--- src/source/pwl_consts.svh ---
`ifndef PWL_CONSTS_SVH
`define PWL_CONSTS_SVH

`default_nettype none

`define PWL_DMA_W    64  // stream word.
`define PWL_SAMPLE_W 16
`define PWL_BATCH    4   // lanes per batch.
`define PWL_MAX_SEGS 16
`define PWL_FRAC     8   // slope fraction bits.
`define PWL_LEN_W    16

// segment count runs 0 to max inclusive.
`define PWL_CNT_W    ($clog2(`PWL_MAX_SEGS) + 1)

`default_nettype wire

`endif

--- src/source/pwl_stream_pkg.sv ---
`include "pwl_consts.svh"
`default_nettype none

package pwl_stream_pkg;

	typedef logic [`PWL_DMA_W-1:0] dma_word_t;

	// layout of one table entry as it arrives on the stream.
	typedef struct packed {
		logic [15:0]                  rsvd;  // ignored.
		logic [`PWL_LEN_W-1:0]        len;
		logic signed [15:0]           slope; // q8.8.
		logic signed [`PWL_SAMPLE_W-1:0] start;
	} seg_word_t;

	typedef logic [$clog2(`PWL_MAX_SEGS)-1:0] seg_idx_t;

endpackage

`default_nettype wire

--- src/source/pwl_wave_pkg.sv ---
`include "pwl_consts.svh"
`default_nettype none

package pwl_wave_pkg;

	typedef logic signed [`PWL_SAMPLE_W-1:0] sample_t;

	// lane 0 holds the oldest sample.
	typedef sample_t [`PWL_BATCH-1:0] batch_t;

	typedef enum logic [1:0] {
		IDLE,
		LOAD,
		READY,
		RUN
	} pwl_state_t;

endpackage

`default_nettype wire
--- src/source/pwl_step_if.sv ---
`timescale 1ns/1ps
`include "pwl_consts.svh"
`default_nettype none

interface pwl_step_if;
	import pwl_stream_pkg::*;

	logic                  step;      // one sample this cycle.
	logic                  seg_first;
	seg_idx_t              seg_idx;
	logic                  flush;     // drop partial batch.
	logic [`PWL_LEN_W-1:0] seg_len;

	modport timer (
		output step, seg_first, seg_idx, flush,
		input  seg_len
	);

	modport gen (
		input  step, seg_first, seg_idx, flush,
		output seg_len
	);

endinterface

`default_nettype wire

--- src/source/pwl_ctrl.sv ---
`timescale 1ns/1ps
`include "pwl_consts.svh"
`default_nettype none

module pwl_ctrl (
	input  logic                    clk,
	input  logic                    arst_n,
	input  logic                    dma_valid,
	input  logic                    dma_last,
	input  logic                    run_pwl,
	input  logic                    halt,
	output logic                    dma_ready,
	output logic                    wr_en,
	output pwl_stream_pkg::seg_idx_t wr_idx,
	output logic [`PWL_CNT_W-1:0]   seg_count,
	output logic                    running
);
	import pwl_stream_pkg::*;
	import pwl_wave_pkg::*;

	pwl_state_t state, state_nxt;
	logic       accept;

	assign dma_ready = (state == IDLE) || (state == LOAD);
	assign accept    = dma_valid && dma_ready;
	// words past the table depth are taken but dropped.
	assign wr_en     = accept && !halt && (seg_count < `PWL_MAX_SEGS);
	assign wr_idx    = seg_count[$bits(seg_idx_t)-1:0];
	assign running   = (state == RUN);

	always_comb begin
		state_nxt = state;
		case (state)
			IDLE: if (accept) state_nxt = dma_last ? READY : LOAD;
			LOAD: if (accept && dma_last) state_nxt = READY;
			READY: if (run_pwl) state_nxt = RUN;
			RUN: if (!run_pwl) state_nxt = READY;
			default: state_nxt = IDLE;
		endcase
		if (halt) state_nxt = IDLE; // halt wins over everything.
	end

	always_ff @(posedge clk or negedge arst_n) begin
		if (!arst_n) begin
			state     <= IDLE;
			seg_count <= '0;
		end else begin
			state <= state_nxt;
			if (halt) begin
				seg_count <= '0;
			end else if (wr_en) begin
				seg_count <= seg_count + 1'b1;
			end
		end
	end

endmodule

`default_nettype wire

--- src/source/pwl_gen_top.sv ---
`timescale 1ns/1ps
`include "pwl_consts.svh"
`default_nettype none

module pwl_gen_top (
	input  logic                      clk,
	input  logic                      arst_n,
	input  pwl_stream_pkg::dma_word_t dma_data,
	input  logic                      dma_valid,
	input  logic                      dma_last,
	input  logic                      run_pwl,
	input  logic                      halt,
	output logic                      dma_ready,
	output logic                      valid_batch,
	output pwl_wave_pkg::batch_t      batch
);
	import pwl_stream_pkg::*;

	logic                  wr_en;
	seg_idx_t              wr_idx;
	logic [`PWL_CNT_W-1:0] seg_count;
	logic                  running;

	pwl_step_if step_bus ();

	pwl_ctrl u_ctrl (
		.clk       (clk),
		.arst_n    (arst_n),
		.dma_valid (dma_valid),
		.dma_last  (dma_last),
		.run_pwl   (run_pwl),
		.halt      (halt),
		.dma_ready (dma_ready),
		.wr_en     (wr_en),
		.wr_idx    (wr_idx),
		.seg_count (seg_count),
		.running   (running)
	);

	pwl_seg_timer u_timer (
		.clk       (clk),
		.arst_n    (arst_n),
		.running   (running),
		.seg_count (seg_count),
		.step_if   (step_bus.timer)
	);

	pwl_sample_gen #(.LANES(`PWL_BATCH)) u_gen (
		.clk         (clk),
		.arst_n      (arst_n),
		.wr_en       (wr_en),
		.wr_idx      (wr_idx),
		.wr_data     (dma_data),
		.step_if     (step_bus.gen),
		.valid_batch (valid_batch),
		.batch       (batch)
	);

endmodule

`default_nettype wire

--- src/source/pwl_sample_gen.sv ---
`timescale 1ns/1ps
`include "pwl_consts.svh"
`default_nettype none

module pwl_sample_gen #(
	parameter int LANES = `PWL_BATCH
) (
	input  logic                      clk,
	input  logic                      arst_n,
	input  logic                      wr_en,
	input  pwl_stream_pkg::seg_idx_t  wr_idx,
	input  pwl_stream_pkg::dma_word_t wr_data,
	pwl_step_if.gen                   step_if,
	output logic                      valid_batch,
	output pwl_wave_pkg::batch_t      batch
);
	import pwl_stream_pkg::*;
	import pwl_wave_pkg::*;

	localparam int ACC_W = 32;
	localparam int CW    = $clog2(LANES);
	localparam int EXT_W = ACC_W - `PWL_SAMPLE_W - `PWL_FRAC;
	localparam logic [CW-1:0] LAST_LANE = CW'(LANES - 1);

	seg_word_t               seg_tab [`PWL_MAX_SEGS];
	seg_word_t               cur;
	logic signed [ACC_W-1:0] acc;
	sample_t                 sample;
	sample_t [LANES-1:0]     lanes;
	logic [CW-1:0]           lane_cnt;
	logic                    sample_vld;

	assign cur             = seg_tab[step_if.seg_idx];
	assign step_if.seg_len = cur.len;
	assign sample          = acc[`PWL_FRAC +: `PWL_SAMPLE_W]; // integer part.
	assign batch           = lanes;

	always_ff @(posedge clk) begin
		if (wr_en) seg_tab[wr_idx] <= seg_word_t'(wr_data);
	end

	always_ff @(posedge clk) begin
		if (step_if.step) begin
			if (step_if.seg_first) begin
				acc <= {{EXT_W{cur.start[`PWL_SAMPLE_W-1]}}, cur.start, {`PWL_FRAC{1'b0}}};
			end else begin
				acc <= acc + {{(ACC_W - 16){cur.slope[15]}}, cur.slope};
			end
		end
	end

	// newest sample enters the top lane and moves down.
	always_ff @(posedge clk) begin
		if (sample_vld && !step_if.flush) lanes <= {sample, lanes[LANES-1:1]};
	end

	always_ff @(posedge clk or negedge arst_n) begin
		if (!arst_n) begin
			sample_vld  <= 1'b0;
			lane_cnt    <= '0;
			valid_batch <= 1'b0;
		end else begin
			sample_vld  <= step_if.step;
			valid_batch <= sample_vld && !step_if.flush && (lane_cnt == LAST_LANE);
			if (step_if.flush) begin
				lane_cnt <= '0;
			end else if (sample_vld) begin
				lane_cnt <= (lane_cnt == LAST_LANE) ? '0 : lane_cnt + 1'b1;
			end
		end
	end

endmodule

`default_nettype wire

--- src/source/pwl_seg_timer.sv ---
`timescale 1ns/1ps
`include "pwl_consts.svh"
`default_nettype none

module pwl_seg_timer (
	input  logic                  clk,
	input  logic                  arst_n,
	input  logic                  running,
	input  logic [`PWL_CNT_W-1:0] seg_count,
	pwl_step_if.timer             step_if
);
	import pwl_stream_pkg::*;

	logic [`PWL_LEN_W-1:0] step_cnt;
	logic [`PWL_LEN_W:0]   step_nxt;
	seg_idx_t              seg_idx;
	logic [`PWL_CNT_W-1:0] idx_nxt;
	logic                  seg_end;
	logic                  tab_end;
	logic                  run_d;

	assign step_if.step      = running;
	assign step_if.seg_first = running && (step_cnt == '0);
	assign step_if.seg_idx   = seg_idx;
	assign step_if.flush     = run_d && !running; // first cycle out of run.

	// a zero length still plays one sample.
	assign step_nxt = {1'b0, step_cnt} + 1'b1;
	assign seg_end  = step_nxt >= {1'b0, step_if.seg_len};
	assign idx_nxt  = {1'b0, seg_idx} + 1'b1;
	assign tab_end  = idx_nxt >= seg_count;

	always_ff @(posedge clk or negedge arst_n) begin
		if (!arst_n) begin
			step_cnt <= '0;
			seg_idx  <= '0;
			run_d    <= 1'b0;
		end else begin
			run_d <= running;
			if (!running) begin
				// restart from segment 0 on the next run.
				step_cnt <= '0;
				seg_idx  <= '0;
			end else if (seg_end) begin
				step_cnt <= '0;
				seg_idx  <= tab_end ? '0 : idx_nxt[$bits(seg_idx_t)-1:0];
			end else begin
				step_cnt <= step_nxt[`PWL_LEN_W-1:0];
			end
		end
	end

endmodule

`default_nettype wire

--- config.mk ---
export PLATFORM = sky130hd
export DESIGN_NAME = pwl_gen_top
export DESIGN_NICKNAME = d
export VERILOG_FILES = /design/src/source/pwl_stream_pkg.sv /design/src/source/pwl_wave_pkg.sv /design/src/source/pwl_step_if.sv /design/src/source/pwl_ctrl.sv /design/src/source/pwl_gen_top.sv /design/src/source/pwl_sample_gen.sv /design/src/source/pwl_seg_timer.sv
export VERILOG_INCLUDE_DIRS = /design/src /design/src/source
export SDC_FILE = /design/constraint.sdc
export NUM_CORES = 1
export LEC_CHECK = 0
export ABC_CLOCK_PERIOD_IN_PS = 11000
export BUFFER_PORTS_ARGS = -buffer_cell sky130_fd_sc_hd__buf_4
export CORE_UTILIZATION = 45
export CTS_CLUSTER_DIAMETER = 60
export CTS_CLUSTER_SIZE = 10
export DETAILED_ROUTE_END_ITERATION = 8
export PLACE_DENSITY_LB_ADDON = 0.25
export REMOVE_ABC_BUFFERS = 1
export SYNTH_ARGS = -nofsm -noshare
export SYNTH_HDL_FRONTEND = slang
export SYNTH_SLANG_ARGS = --single-unit
--- constraint.sdc ---
create_clock -name clk -period 11 [get_ports clk]
set_input_delay 1.1 -clock clk [delete_from_list [all_inputs] [get_ports clk]]
set_output_delay 1.1 -clock clk [all_outputs]
set_load 0.01 [all_outputs]
==> results.yml <==
synthesis:
  synth_cell_types: 55
  synth_compound_area_frac: 0.0240
  synthMuxAreaShare: 0.154
  netlist_instances: 1653
  ys_seq_elements: 887
  syn-cell-area_sq_um: 35100
  synthTopCellsByArea: "edfxtp_1 (73%), mux4_2 (15%), dfrtp_1 (2.2%)"
  synth-seq-area-share: 0.755
  yosysWarnings: 0
  synth-simple-area-share: 0.0278
  synth_top_family_by_area: "multiplexers"
  yosys-top-cells-count: "edfxtp_1 (856), mux4_2 (231), ha_1 (52), nor2_1 (52), nand2_1 (46)"
  synthAdderAreaFrac: 0.0191
  synth_top_flop_cell: "edfxtp_1"
  synthArstFlopShare: 0.0349
  syn_avg_cell_area_sq_um: 21.2
  synth_top_area_share: 0.732
  synth_xor_xnor_area_share: 0.00849
  synth_top_area_cell: "edfxtp_1"
  synth_edf_count: 856
  synth.most_common_cell: "edfxtp_1"
worst_setup_path:
  required_ps: 11390
  critical_path_peak_fanout: 45
  worstReg2RegEnd: "u_gen.acc[18]"
  end_kind: "register"
  cp-start-kind: "register"
  critPathArrivalTime_ps: 5830
  timing.rr.start: "u_timer.step_if.seg_idx[1]"
  reg2reg_depth: 12
  worstSetupPathType: "reg -> reg"
  worst-r2r-setup-slack_ps: 5550
timing:
  fin_setup_tns_ps: 0
  slew_headroom: 0.198
  skew_ps: 36.7
  finalCritPeriodShare: 0.495
  finalSetupViolCount: 0
  tightestPinTransition_ps: 1200
  fmax_mhz: 184
  finalHoldViolations: 0
  period_minus_slack_ps: 5450
  drv_slew: 0
  rsz0062_at_grt: "false"
drt:
  drt_pass1_iterations: 5
  drt-initial-drc-count: 1361
  routedWlPerCell_um: 26.3
  antenna_left: 0
  viasPerCell: 5.76
  drcViolationCount: 0
  drt_wl_total_mm: 76.5
  vias: 16793
grt:
  grt_pass1_wl_mm: 114
  grt_antenna_before_repair: 5
  gr-total-overflow: 0
  grt_max_degree: 116
  grt_pass1_vias: 17794
  grt_usage: 0.198
hold_path:
  hold_path_class: "in -> async"
die:
  rows: 102
  core_sq_um: 77300
  die_x_um: 281
  start_util: 0.454
  die_h_um: 281
  fp.dieArea_sq_um: 79100
  ios: 136
clock_tree:
  h-tree-depth: 3
  cts_resized: 0
  cts_tree: "done"
  clkSinkCount: 887
  cts_made_buffers: 100
  postCtsSetupBuffers: 0
  clock_latency_ps: 660
  ctsLongestPathBuffers: 3
  clk_pin_slew_ps: 60
  cts_root_buf: "clkbuf_16"
  cts_hold_buf: 0
placement:
  placed_cells: 2774
  gp_congestion: 0.872
  portBuffers: 119
  placed_area_sq_um: 37400
  place_hpwl_mm: 40.6
finish:
  final_core_util: 0.519
  diodes: 0
  layout-drive-gt1-share: 0.282
  fin_cells: 2913
  nNetsFinal: 1959
  fin_area_sq_um: 40200
  fillerInstances: 6106
  syn2layout_area_growth_pct: 14.5
run:
  drv_cap: 0
outcome:
  outcome: "finished clean"
power_and_ir_drop:
  power.total_mw: 6.84
  p_per_area_nw_per_um2: 170
  p_leak_nw: 12.8
  ir_worst_vdd_v: 0.000126
## placed cells by master, fill, tap and decap left out, types with 9 or more instances in the layout
cell type    n
clkbuf_1    26
xor2_1      10
edfxtp_1   856
nand3_1      9
and3_1      15
inv_1       32
dfrtp_1     27
nor2_4      13
xnor2_1     24
a21oi_1     38
mux2_2       9
o21ai_0     25
a211oi_1    11
nand4_1      9
nor2_1      39
clkbuf_16  101
and2_1      24
mux2i_1     11
nor3_1       9
mux4_2     231
nand2_1     46
a21o_1       9
ha_1        52
buf_4      150
## final cells by class
cell class | instances | area, sq um | area share
Timing Repair Buffer | 151 | 1150 | 0.0285
Multi-Input combinational cell | 664 | 8320 | 0.207
Inverter | 32 | 120 | 0.00299
Sequential cell | 887 | 26500 | 0.659
Clock buffer | 128 | 2640 | 0.0657
Clock inverter | 11 | 153 | 0.00380
Tap cell | 1040 | 1300 | 0.0324
## metal layers
metal  up-vias  global-route usage  part of all wire
li1       7225                   -                 -
met1      8936               0.271              0.43
met2       495               0.330              0.50
met3       127              0.0328             0.054
met4        10              0.0550             0.020
met5         -                   0           0.00085
## worst max-delay path by stage
stage	slack, ps	from	end	depth (start not counted)
after CTS	5500	u_timer.step_if.seg_idx[1]	u_gen.acc[16]	12
after global routing	5210	u_timer.step_if.seg_idx[1]	u_gen.acc[16]	12
after global placement	5530	u_timer.step_if.seg_idx[1]	u_gen.acc[18]	12
final	5550	u_timer.step_if.seg_idx[1]	u_gen.acc[18]	12
after floorplan	360	u_timer.step_if.seg_idx[0]	u_gen.acc[22]	9
after detailed placement	5530	u_timer.step_if.seg_idx[1]	u_gen.acc[16]	12
## flip-flops by register name, summed over array words and instances, names as in the netlist
signal	flops
u_gen.lane_cnt	2
u_ctrl.seg_count	5
u_gen.seg_tab	768
u_gen.valid_batch	1
u_gen.sample_vld	1
u_timer.step_cnt	16
u_ctrl.state	2
u_gen.acc	24
u_gen.batch	64
u_timer.step_if.seg_idx	4
## power by group
part           switching [mW]  internal (mW)
Clock                    1.23           1.69
Combinational           0.117         0.0677
Sequential            0.00736           3.73
## kinds of logic after synthesis
family                     after synthesis
DFF                                    887
buffers and inverters                  102
AOI/OAI and AO/OA                      130
xor gates and xnor gates                34
and+or+nand+nor                        196
muxes                                  251
adders and majority gates               53
## metrics by stage
step	hold slack (ps)	setup slack [ps]
after global routing	400	5210
after detailed placement	437	5530
after floorplan	433	359
after CTS	369	5500
final	398	5550
after global placement	432	5530
## critical path, cell delays in order (launching register included)
cell and delay [ps]:
dfrtp_4 790, buf_4 660, buf_4 690, mux4_2 420, mux4_2 510, ha_1 270, fa_1 420, a21oi_1 200
o21ai_0 150, a21oi_1 280, o21ai_1 320, o41ai_1 340, nor2_1 70
Note: power is estimated with default switching activity, not from simulation.
